$ cat src/verilog/harness_settings.svh
// Pin-vector widths and per-pin indices for the board pin harness.
// Include wherever a pin index or a harness dimension is needed.
`ifndef HARNESS_SETTINGS_SVH
`define HARNESS_SETTINGS_SVH

// Widths of the three system pin vectors.
`define HARNESS_IN_PINS_W    8
`define HARNESS_OUT_PINS_W   16
`define HARNESS_INOUT_PINS_W 24

// Input-vector indices, device side toward the system.
`define IN_PIN_SER0_RX       0
`define IN_PIN_RS485_RX      1
`define IN_PIN_MICROSD_DAT0  2
`define IN_PIN_APPSPI_D1     3
`define IN_PIN_MB3           4
`define IN_PIN_MB8           5

// Output-vector indices, system toward the devices.
`define OUT_PIN_SER0_TX      0
`define OUT_PIN_RS485_TX     1
`define OUT_PIN_MICROSD_CMD  2
`define OUT_PIN_MICROSD_CLK  3
`define OUT_PIN_MICROSD_DAT3 4
`define OUT_PIN_APPSPI_CLK   5
`define OUT_PIN_APPSPI_D0    6
`define OUT_PIN_APPSPI_CS    7
`define OUT_PIN_MB4          8
`define OUT_PIN_MB7          9
`define OUT_PIN_MB10         10

// Inout-vector indices. I2C pins first.
`define INOUT_PIN_RPH_G0     0
`define INOUT_PIN_RPH_G1     1
`define INOUT_PIN_RPH_G2_SDA 2
`define INOUT_PIN_RPH_G3_SCL 3
`define INOUT_PIN_SCL1       4
`define INOUT_PIN_SDA1       5
// PMOD1 carries the SPI flash.
`define INOUT_PIN_PMOD1_1    6
`define INOUT_PIN_PMOD1_2    7
`define INOUT_PIN_PMOD1_3    8
`define INOUT_PIN_PMOD1_4    9
// Loopback pins.
`define INOUT_PIN_PMOD0_1    10
`define INOUT_PIN_PMOD0_8    11
`define INOUT_PIN_PMOD0_10   12
`define INOUT_PIN_AH_TMPIO0  13
`define INOUT_PIN_AH_TMPIO1  14
`define INOUT_PIN_AH_TMPIO8  15
`define INOUT_PIN_AH_TMPIO9  16
// Buses with board pull-ups and no device.
`define INOUT_PIN_SCL0       17
`define INOUT_PIN_SDA0       18
`define INOUT_PIN_MB5        19
`define INOUT_PIN_MB6        20

// Number of resolved I2C buses and of CHERI violation kinds.
`define HARNESS_I2C_BUSES    3
`define HARNESS_CHERI_KINDS  9

`endif

$ cat src/verilog/harness_pkg.sv
// Shared types of the board pin harness.
// Modules refer to these by scoped name, harness_pkg::name.
`include "harness_settings.svh"

package harness_pkg;

  // Pins read by the system.
  typedef logic [`HARNESS_IN_PINS_W-1:0] in_pins_t;

  // Pins driven by the system.
  typedef logic [`HARNESS_OUT_PINS_W-1:0] out_pins_t;

  // Bidirectional pins; the same type serves values and enables.
  typedef logic [`HARNESS_INOUT_PINS_W-1:0] inout_pins_t;

  // One line per I2C bus.
  // Bus 0 is the HAT ID bus, bus 1 the HAT secondary bus, bus 2 is QWIIC1.
  typedef logic [`HARNESS_I2C_BUSES-1:0] i2c_lines_t;

  // One bit per CHERI violation kind.
  // Order is bounds, tag, seal, then the six permission kinds.
  typedef logic [`HARNESS_CHERI_KINDS-1:0] cheri_err_t;

endpackage

$ cat src/verilog/i2c_bus_resolver.sv
// Open-drain resolution of I2C buses between controllers and device models.
// Instantiate once; each bit of every vector is one bus.
`timescale 1ns/1ns
`include "harness_settings.svh"

module i2c_bus_resolver #(
  parameter int NumBuses = `HARNESS_I2C_BUSES
) (
  // Controller drives and their enables.
  input  logic [NumBuses-1:0] scl_ctl_i,
  input  logic [NumBuses-1:0] scl_oe_i,
  input  logic [NumBuses-1:0] sda_ctl_i,
  input  logic [NumBuses-1:0] sda_oe_i,
  // Device drives, low to pull the line down.
  input  logic [NumBuses-1:0] scl_dev_i,
  input  logic [NumBuses-1:0] sda_dev_i,
  // Lines seen by the devices.
  output logic [NumBuses-1:0] scl_o,
  output logic [NumBuses-1:0] sda_o,
  // Lines seen by the controllers.
  output logic [NumBuses-1:0] scl_line_o,
  output logic [NumBuses-1:0] sda_line_o
);

  for (genvar b = 0; b < NumBuses; b++) begin : g_bus
    logic scl_drv;
    logic sda_drv;

    // A released line floats high through the pull-up.
    assign scl_drv = scl_oe_i[b] ? scl_ctl_i[b] : 1'b1;
    assign sda_drv = sda_oe_i[b] ? sda_ctl_i[b] : 1'b1;

    assign scl_o[b] = scl_drv;
    assign sda_o[b] = sda_drv;

    // Wired-AND of both sides.
    // The controller sees its own drive too, so it never reads
    // a mismatch as lost arbitration.
    assign scl_line_o[b] = scl_drv & scl_dev_i[b];
    assign sda_line_o[b] = sda_drv & sda_dev_i[b];
  end

endmodule

$ cat src/verilog/pin_router.sv
// Decodes the system pin vectors onto device ports and rebuilds the return vectors.
// Covers SPI, UART, RS485 gating, I2C pin extraction and the loopback stage.
`timescale 1ns/1ns
`include "harness_settings.svh"

module pin_router (
  input  logic                   clk_i,
  input  logic                   rst_ni,
  // System pin vectors.
  input  harness_pkg::out_pins_t   out_pins_i,
  input  harness_pkg::inout_pins_t inout_pins_i,
  input  harness_pkg::inout_pins_t inout_pins_en_i,
  output harness_pkg::in_pins_t    in_pins_o,
  output harness_pkg::inout_pins_t inout_pins_o,
  // SPI devices; bit 0 flash, bit 1 microSD, bit 2 PMOD1.
  output logic [2:0]             spi_sck_o,
  output logic [2:0]             spi_cs_o,
  output logic [2:0]             spi_copi_o,
  input  logic [2:0]             spi_cipo_i,
  // System UART.
  output logic                   uart_tx_o,
  input  logic                   uart_rx_i,
  // RS485 transceiver.
  input  logic                   rs485_tx_en_i,
  input  logic                   rs485_rx_en_i,
  output logic                   rs485_line_o,
  input  logic                   rs485_line_i,
  // I2C controller side, toward the resolver.
  output harness_pkg::i2c_lines_t  i2c_scl_ctl_o,
  output harness_pkg::i2c_lines_t  i2c_scl_oe_o,
  output harness_pkg::i2c_lines_t  i2c_sda_ctl_o,
  output harness_pkg::i2c_lines_t  i2c_sda_oe_o,
  input  harness_pkg::i2c_lines_t  i2c_scl_line_i,
  input  harness_pkg::i2c_lines_t  i2c_sda_line_i
);

  logic [5:0] loopback_d;
  logic [5:0] loopback_q;

  // I2C pins, bus 0 HAT ID, bus 1 HAT secondary, bus 2 QWIIC1.
  assign i2c_scl_ctl_o = {inout_pins_i[`INOUT_PIN_SCL1],
                          inout_pins_i[`INOUT_PIN_RPH_G3_SCL],
                          inout_pins_i[`INOUT_PIN_RPH_G1]};
  assign i2c_scl_oe_o  = {inout_pins_en_i[`INOUT_PIN_SCL1],
                          inout_pins_en_i[`INOUT_PIN_RPH_G3_SCL],
                          inout_pins_en_i[`INOUT_PIN_RPH_G1]};
  assign i2c_sda_ctl_o = {inout_pins_i[`INOUT_PIN_SDA1],
                          inout_pins_i[`INOUT_PIN_RPH_G2_SDA],
                          inout_pins_i[`INOUT_PIN_RPH_G0]};
  assign i2c_sda_oe_o  = {inout_pins_en_i[`INOUT_PIN_SDA1],
                          inout_pins_en_i[`INOUT_PIN_RPH_G2_SDA],
                          inout_pins_en_i[`INOUT_PIN_RPH_G0]};

  // Application flash on dedicated outputs.
  assign spi_sck_o[0]  = out_pins_i[`OUT_PIN_APPSPI_CLK];
  assign spi_cs_o[0]   = out_pins_i[`OUT_PIN_APPSPI_CS];
  assign spi_copi_o[0] = out_pins_i[`OUT_PIN_APPSPI_D0];

  // microSD in SPI mode; DAT3 is chip select, CMD is COPI.
  assign spi_sck_o[1]  = out_pins_i[`OUT_PIN_MICROSD_CLK];
  assign spi_cs_o[1]   = out_pins_i[`OUT_PIN_MICROSD_DAT3];
  assign spi_copi_o[1] = out_pins_i[`OUT_PIN_MICROSD_CMD];

  // PMOD1 flash on inout pins.
  // An undriven pin idles high so chip select stays inactive.
  assign spi_cs_o[2]   = inout_pins_en_i[`INOUT_PIN_PMOD1_1] ?
                         inout_pins_i[`INOUT_PIN_PMOD1_1] : 1'b1;
  assign spi_copi_o[2] = inout_pins_en_i[`INOUT_PIN_PMOD1_2] ?
                         inout_pins_i[`INOUT_PIN_PMOD1_2] : 1'b1;
  assign spi_sck_o[2]  = inout_pins_en_i[`INOUT_PIN_PMOD1_4] ?
                         inout_pins_i[`INOUT_PIN_PMOD1_4] : 1'b1;

  assign uart_tx_o = out_pins_i[`OUT_PIN_SER0_TX];

  // Driver enable; an idle RS485 line sits at the mark level.
  assign rs485_line_o = rs485_tx_en_i ? out_pins_i[`OUT_PIN_RS485_TX] : 1'b1;

  // Loopback sources, in the order of the register bits.
  // PWM, UART, SPI and PWM loopbacks respectively.
  assign loopback_d = {inout_pins_i[`INOUT_PIN_AH_TMPIO8],
                       inout_pins_i[`INOUT_PIN_AH_TMPIO1],
                       out_pins_i[`OUT_PIN_MB10],
                       out_pins_i[`OUT_PIN_MB7],
                       out_pins_i[`OUT_PIN_MB4],
                       inout_pins_i[`INOUT_PIN_PMOD0_8]};

  // One register stage breaks the net-level loop from outputs back to inputs.
  always_ff @(posedge clk_i or negedge rst_ni) begin
    if (!rst_ni) begin
      loopback_q <= '0;
    end else begin
      loopback_q <= loopback_d;
    end
  end

  // Inputs to the system; unrouted bits read 0.
  always_comb begin
    in_pins_o = '0;
    in_pins_o[`IN_PIN_SER0_RX]      = uart_rx_i;
    // Receiver disabled means the receive output reads low.
    in_pins_o[`IN_PIN_RS485_RX]     = rs485_rx_en_i & rs485_line_i;
    in_pins_o[`IN_PIN_MICROSD_DAT0] = spi_cipo_i[1];
    in_pins_o[`IN_PIN_APPSPI_D1]    = spi_cipo_i[0];
    // Loopback partners, MB7 to MB8 and MB4 to MB3.
    in_pins_o[`IN_PIN_MB8]          = loopback_q[2];
    in_pins_o[`IN_PIN_MB3]          = loopback_q[1];
  end

  // Inout values back to the system; unrouted bits read 0.
  always_comb begin
    inout_pins_o = '0;
    // Resolved I2C lines.
    inout_pins_o[`INOUT_PIN_RPH_G1]     = i2c_scl_line_i[0];
    inout_pins_o[`INOUT_PIN_RPH_G0]     = i2c_sda_line_i[0];
    inout_pins_o[`INOUT_PIN_RPH_G3_SCL] = i2c_scl_line_i[1];
    inout_pins_o[`INOUT_PIN_RPH_G2_SDA] = i2c_sda_line_i[1];
    inout_pins_o[`INOUT_PIN_SCL1]       = i2c_scl_line_i[2];
    inout_pins_o[`INOUT_PIN_SDA1]       = i2c_sda_line_i[2];
    // Pulled up on the board with nothing attached.
    inout_pins_o[`INOUT_PIN_SCL0]       = 1'b1;
    inout_pins_o[`INOUT_PIN_SDA0]       = 1'b1;
    inout_pins_o[`INOUT_PIN_MB5]        = 1'b1;
    inout_pins_o[`INOUT_PIN_MB6]        = 1'b1;
    // PMOD1 flash data out.
    inout_pins_o[`INOUT_PIN_PMOD1_3]    = spi_cipo_i[2];
    // Remaining loopback partners.
    inout_pins_o[`INOUT_PIN_AH_TMPIO9]  = loopback_q[5];
    inout_pins_o[`INOUT_PIN_AH_TMPIO0]  = loopback_q[4];
    inout_pins_o[`INOUT_PIN_PMOD0_1]    = loopback_q[3];
    inout_pins_o[`INOUT_PIN_PMOD0_10]   = loopback_q[0];
  end

endmodule

$ cat src/verilog/cheri_err_recorder.sv
// Records the first occurrence of each CHERI violation kind.
// The error lines pulse repeatedly, so only new kinds raise cheri_new_o.
`timescale 1ns/1ns

module cheri_err_recorder (
  input  logic                    clk_i,
  input  logic                    rst_ni,
  // Raw violation lines, one per kind.
  input  harness_pkg::cheri_err_t cheri_err_i,
  // Kinds seen since reset.
  output harness_pkg::cheri_err_t cheri_seen_o,
  // One-cycle pulse per newly seen kind.
  output harness_pkg::cheri_err_t cheri_new_o
);

  harness_pkg::cheri_err_t seen_q;
  harness_pkg::cheri_err_t new_q;
  harness_pkg::cheri_err_t first_hit;

  // Kinds active now that were not seen before.
  assign first_hit = cheri_err_i & ~seen_q;

  always_ff @(posedge clk_i or negedge rst_ni) begin
    if (!rst_ni) begin
      seen_q <= '0;
      new_q  <= '0;
    end else begin
      // Sticky; bits only ever set.
      seen_q <= seen_q | cheri_err_i;
      // Cleared the next cycle since seen_q then covers the kind.
      new_q  <= first_hit;
    end
  end

  assign cheri_seen_o = seen_q;
  assign cheri_new_o  = new_q;

endmodule

$ cat src/verilog/board_harness.sv
// Top level of the board pin harness.
// Sits between the system pin vectors and the external device models.
`timescale 1ns/1ns
`include "harness_settings.svh"

module board_harness (
  input  logic                     clk_i,
  input  logic                     rst_ni,
  // System pin vectors.
  input  harness_pkg::out_pins_t   out_pins_i,
  input  harness_pkg::inout_pins_t inout_pins_i,
  input  harness_pkg::inout_pins_t inout_pins_en_i,
  output harness_pkg::in_pins_t    in_pins_o,
  output harness_pkg::inout_pins_t inout_pins_o,
  // RS485 direction enables from the system.
  input  logic                     rs485_tx_en_i,
  input  logic                     rs485_rx_en_i,
  // CHERI violation lines and their record.
  input  harness_pkg::cheri_err_t  cheri_err_i,
  output harness_pkg::cheri_err_t  cheri_seen_o,
  output harness_pkg::cheri_err_t  cheri_new_o,
  // I2C device side.
  input  harness_pkg::i2c_lines_t  i2c_scl_dev_i,
  input  harness_pkg::i2c_lines_t  i2c_sda_dev_i,
  output harness_pkg::i2c_lines_t  i2c_scl_o,
  output harness_pkg::i2c_lines_t  i2c_sda_o,
  // SPI devices; bit 0 flash, bit 1 microSD, bit 2 PMOD1.
  output logic [2:0]               spi_sck_o,
  output logic [2:0]               spi_cs_o,
  output logic [2:0]               spi_copi_o,
  input  logic [2:0]               spi_cipo_i,
  // UART and RS485 device side.
  output logic                     uart_tx_o,
  input  logic                     uart_rx_i,
  output logic                     rs485_line_o,
  input  logic                     rs485_line_i
);

  // Controller drives and resolved lines between router and resolver.
  harness_pkg::i2c_lines_t scl_ctl;
  harness_pkg::i2c_lines_t scl_oe;
  harness_pkg::i2c_lines_t sda_ctl;
  harness_pkg::i2c_lines_t sda_oe;
  harness_pkg::i2c_lines_t scl_line;
  harness_pkg::i2c_lines_t sda_line;

  pin_router u_pin_router (
    .clk_i           (clk_i),
    .rst_ni          (rst_ni),
    .out_pins_i      (out_pins_i),
    .inout_pins_i    (inout_pins_i),
    .inout_pins_en_i (inout_pins_en_i),
    .in_pins_o       (in_pins_o),
    .inout_pins_o    (inout_pins_o),
    .spi_sck_o       (spi_sck_o),
    .spi_cs_o        (spi_cs_o),
    .spi_copi_o      (spi_copi_o),
    .spi_cipo_i      (spi_cipo_i),
    .uart_tx_o       (uart_tx_o),
    .uart_rx_i       (uart_rx_i),
    .rs485_tx_en_i   (rs485_tx_en_i),
    .rs485_rx_en_i   (rs485_rx_en_i),
    .rs485_line_o    (rs485_line_o),
    .rs485_line_i    (rs485_line_i),
    .i2c_scl_ctl_o   (scl_ctl),
    .i2c_scl_oe_o    (scl_oe),
    .i2c_sda_ctl_o   (sda_ctl),
    .i2c_sda_oe_o    (sda_oe),
    .i2c_scl_line_i  (scl_line),
    .i2c_sda_line_i  (sda_line)
  );

  // All three buses resolve the same way.
  i2c_bus_resolver #(
    .NumBuses (`HARNESS_I2C_BUSES)
  ) u_i2c_bus_resolver (
    .scl_ctl_i  (scl_ctl),
    .scl_oe_i   (scl_oe),
    .sda_ctl_i  (sda_ctl),
    .sda_oe_i   (sda_oe),
    .scl_dev_i  (i2c_scl_dev_i),
    .sda_dev_i  (i2c_sda_dev_i),
    .scl_o      (i2c_scl_o),
    .sda_o      (i2c_sda_o),
    .scl_line_o (scl_line),
    .sda_line_o (sda_line)
  );

  cheri_err_recorder u_cheri_err_recorder (
    .clk_i        (clk_i),
    .rst_ni       (rst_ni),
    .cheri_err_i  (cheri_err_i),
    .cheri_seen_o (cheri_seen_o),
    .cheri_new_o  (cheri_new_o)
  );

endmodule

$ cat config.mk
export PLATFORM = sky130hd
export DESIGN_NAME = board_harness
export DESIGN_NICKNAME = d
export VERILOG_FILES = /design/src/verilog/harness_pkg.sv /design/src/verilog/i2c_bus_resolver.sv /design/src/verilog/pin_router.sv /design/src/verilog/cheri_err_recorder.sv /design/src/verilog/board_harness.sv
export VERILOG_INCLUDE_DIRS = /design/src /design/src/verilog
export SDC_FILE = /design/constraint.sdc
export NUM_CORES = 1
export LEC_CHECK = 0
export ABC_AREA = 1
export BUFFER_PORTS_ARGS = -buffer_cell sky130_fd_sc_hd__buf_2
export CAP_MARGIN = 20
export CORE_AREA = 2 2 64 66
export CTS_CLUSTER_DIAMETER = 100
export DETAILED_ROUTE_END_ITERATION = 7
export DIE_AREA = 0 0 66 68
export PLACE_DENSITY_LB_ADDON = 0.2
export SLEW_MARGIN = 15
export SYNTH_ARGS = -nofsm -noshare
export SYNTH_HDL_FRONTEND = slang
export SYNTH_SLANG_ARGS = --single-unit
$ cat constraint.sdc
create_clock -name clk_i -period 1 [get_ports clk_i]
set_clock_uncertainty 0.1 [all_clocks]
set_input_delay 0.3 -clock clk_i [delete_from_list [all_inputs] [get_ports clk_i]]
set_output_delay 0.3 -clock clk_i [all_outputs]
set_load 0.1 [all_outputs]
==> flow_summary.ini <==
[worst_setup_path]
end_kind = primary output
cp_num_buf_inv = 1
crit_path_start_kind = flip-flop
cp_slowest_cell = dfrtp_4
cp_top_family = flip-flops
reg2reg_from = u_cheri_err_recorder.cheri_seen_o[6]
r2r_end = u_cheri_err_recorder.cheri_seen_o[6]
crit_arrival_ps = 950
path_class = flip-flop to primary output
worst-path-max-fanout = 3
cp_cell_sequence = buf_12
r2r_slack_ps = -140
slowest_delay_ps = 510
required_ps = 600
rr_worst_depth = 3

[finish]
diodes = 0
fin_util_pct = 70.90
fin_nets = 287
area_delta_synth_final_pct = 146.9
design_area_um2 = 2734
drive_gt1_share_pct = 78.79

[clocking]
root_buffer = clkbuf_8
cts_buffer_depth = 2
cts_buffers = 3
tritoncts = done
path_clk_slew_ps = 80
h-tree-depth = 1
clk_latency_ps = 260
cts.sinks = 24

[routing]
drt-wirelength-per-cell_um = 12.42
met2_length_um = 1840
dr.pass1.iters = 4
avgViaCountPerCell = 3.839
wl_um = 3079
drc = 0
initialDrtViolationCount = 29
route.met3.wl_um = 346
drt-met1-wl_um = 873
highest_layer = met4
vias = 952
ant_nets = 0

[logic_synthesis]
synth_mux_area_share_pct = 0
synth_top_area_cell = dfrtp_1
synth-seq-cells = 24
synth_compound_area_share_pct = 2.712
synth-adder-area-share_pct = 0
synthTopCellsByArea = dfrtp_1, buf_4, inv_1
ys_seq_area_share_pct = 54.24
synth_xor_area_share_pct = 0
syn_area_um2 = 1107
synth_top_area_share_pct = 54.24
synth_top_family_by_area = buffers and inverters
synthCells = 119
synthSimpleGateAreaFrac_pct = 11.86
synth_cell_types = 8
synth.avg_cell_area_um2 = 9.305
synth_warnings = 0

[die]
num_rows = 23
fp.dieH_um = 68
die_area_um2 = 4488
initial_core_util_pct = 28.72
io_pins = 155
coreArea_um2 = 3856
die_w_um = 66

[sta]
finalSetupViolations = 47
fin_crit_sh_pct = 134.9
max_clock_freq_mhz = 741.2
fin_crit_ps = 1349
timing.final.ws_setup_ps = -349.1
fin_setup_tns_ps = -9700
hold_viol_final = 0
slew_violations = 0
grt_setup_unrepaired = true

[min_path]
worstHoldPathType = input port to flip-flop
worstHoldStart = out_pins_i[9]
holdPathEnd = u_pin_router.loopback_q[2]
whs_path_depth = 1

[global_routing]
grt_pass1_wl_um = 4892
grt_usage_pct = 14.73
antenna_found_initial = 0
grt.overflow.total = 0
grt_pass1_vias = 1020
grt_max_degree = 18

[placement]
place_area_um2 = 2322
place_hpwl_um = 2426
port_buffers = 85
gp_congestion = 0.6709

[power_and_ir_drop]
ir_worst_vdd_uv = 799.7
pwr_density_cell_nw_per_um2 = 1117
leakage_nw = 1.271

[run_status]
status = complete, but fails checks
violations = negative setup slack

[flow_run]
max_cap_viol_count = 0
==> power by group <==
group	switching [mW]	internal (mW)	total (mW)
logic	0.829	0.406	1.23
clock network	0.285	0.534	0.820
registers	0.0102	0.989	0.999
==> how the worst max path moves through the flow <==
stage	to	start	slack [ps]	cells past startpoint
floorplan	inout_pins_o[0]	inout_pins_i[0]	-270	2
global placement	inout_pins_o[0]	inout_pins_i[0]	-240	4
detailed placement	inout_pins_o[0]	inout_pins_i[0]	-250	4
CTS	cheri_seen_o[2]	u_cheri_err_recorder.cheri_seen_o[2]	-360	1
global route	cheri_seen_o[2]	u_cheri_err_recorder.cheri_seen_o[2]	-370	1
finish	cheri_seen_o[2]	u_cheri_err_recorder.cheri_seen_o[2]	-350	1
==> cell type report <==
cell class / instances / area [um2]
clock inverter: 1 / 30.03
timing repair buffer: 94 / 1339
tap: 50 / 62.56
multi-input combinational: 50 / 384.1
sequential: 24 / 690.7
inverter: 26 / 186.4
fill: 254 / 1122
clock buffer: 3 / 41.29
==> layout by cell type (no fill, tap or decap), types with 3 or more instances in the layout <==
cell type / synthesis / routed
or2_1: 9 / 9
buf_8: 0 / 13
inv_2: 0 / 6
buf_12: 0 / 43
a21oi_4: 0 / 6
nor2_1: 9 / 8
buf_2: 0 / 23
buf_6: 0 / 14
inv_12: 0 / 6
inv_4: 0 / 4
conb_1: 2 / 15
clkbuf_8: 0 / 3
inv_1: 26 / 9
nand2_4: 0 / 10
dfrtp_4: 0 / 24
==> synthesized netlist by cell type <==
cell type and instances:
or2_1 9, inv_1 26, dfrtp_1 24, nor2_1 9, buf_4 32, conb_1 2, nand2_1 11, a21oi_1 6
==> what timing repair did <==
action,in CTS,in global routing
gates resized for setup,69,10
hold buffers,1,0
endpoints found under the hold margin,9,0
endpoints found under the setup margin,41,47
pin swaps,10,7
setup buffers,6,4
==> state kept, by name, summed over array words and instances, names as in the netlist <==
signal,count
u_cheri_err_recorder.cheri_new_o,9
u_cheri_err_recorder.cheri_seen_o,9
u_pin_router.loopback_q,6
==> per-stage QoR <==
step / hold slack (ps) / power, mW / worst slack [ps] / instances
after detailed placement: 63.05 / 2.146 / -253.2 / 236
after global routing: 31.59 / 3.143 / -371.2 / 248
after global placement: 54.62 / 2.133 / -238.8 / 236
after floorplan: -95.57 / 2.024 / -270.5 / 132
final: 37.37 / 3.053 / -349.1 / 248
after CTS: 30.95 / 3.071 / -356.9 / 247
==> logic make-up after synthesis <==
kind of cell,count (synthesis)
and+or+nand+nor,29
other,2
buffers and inverters,58
AOI/OAI and AO/OA,6
DFF,24
==> layer usage <==
layer | global-route usage [%] | up-vias
li1 | - | 446
met1 | 14.18 | 435
met2 | 29.42 | 69
met3 | 4.276 | 2
met4 | 5.612 | 0
met5 | 0 | -
Power figures use the tool's default switching activity.
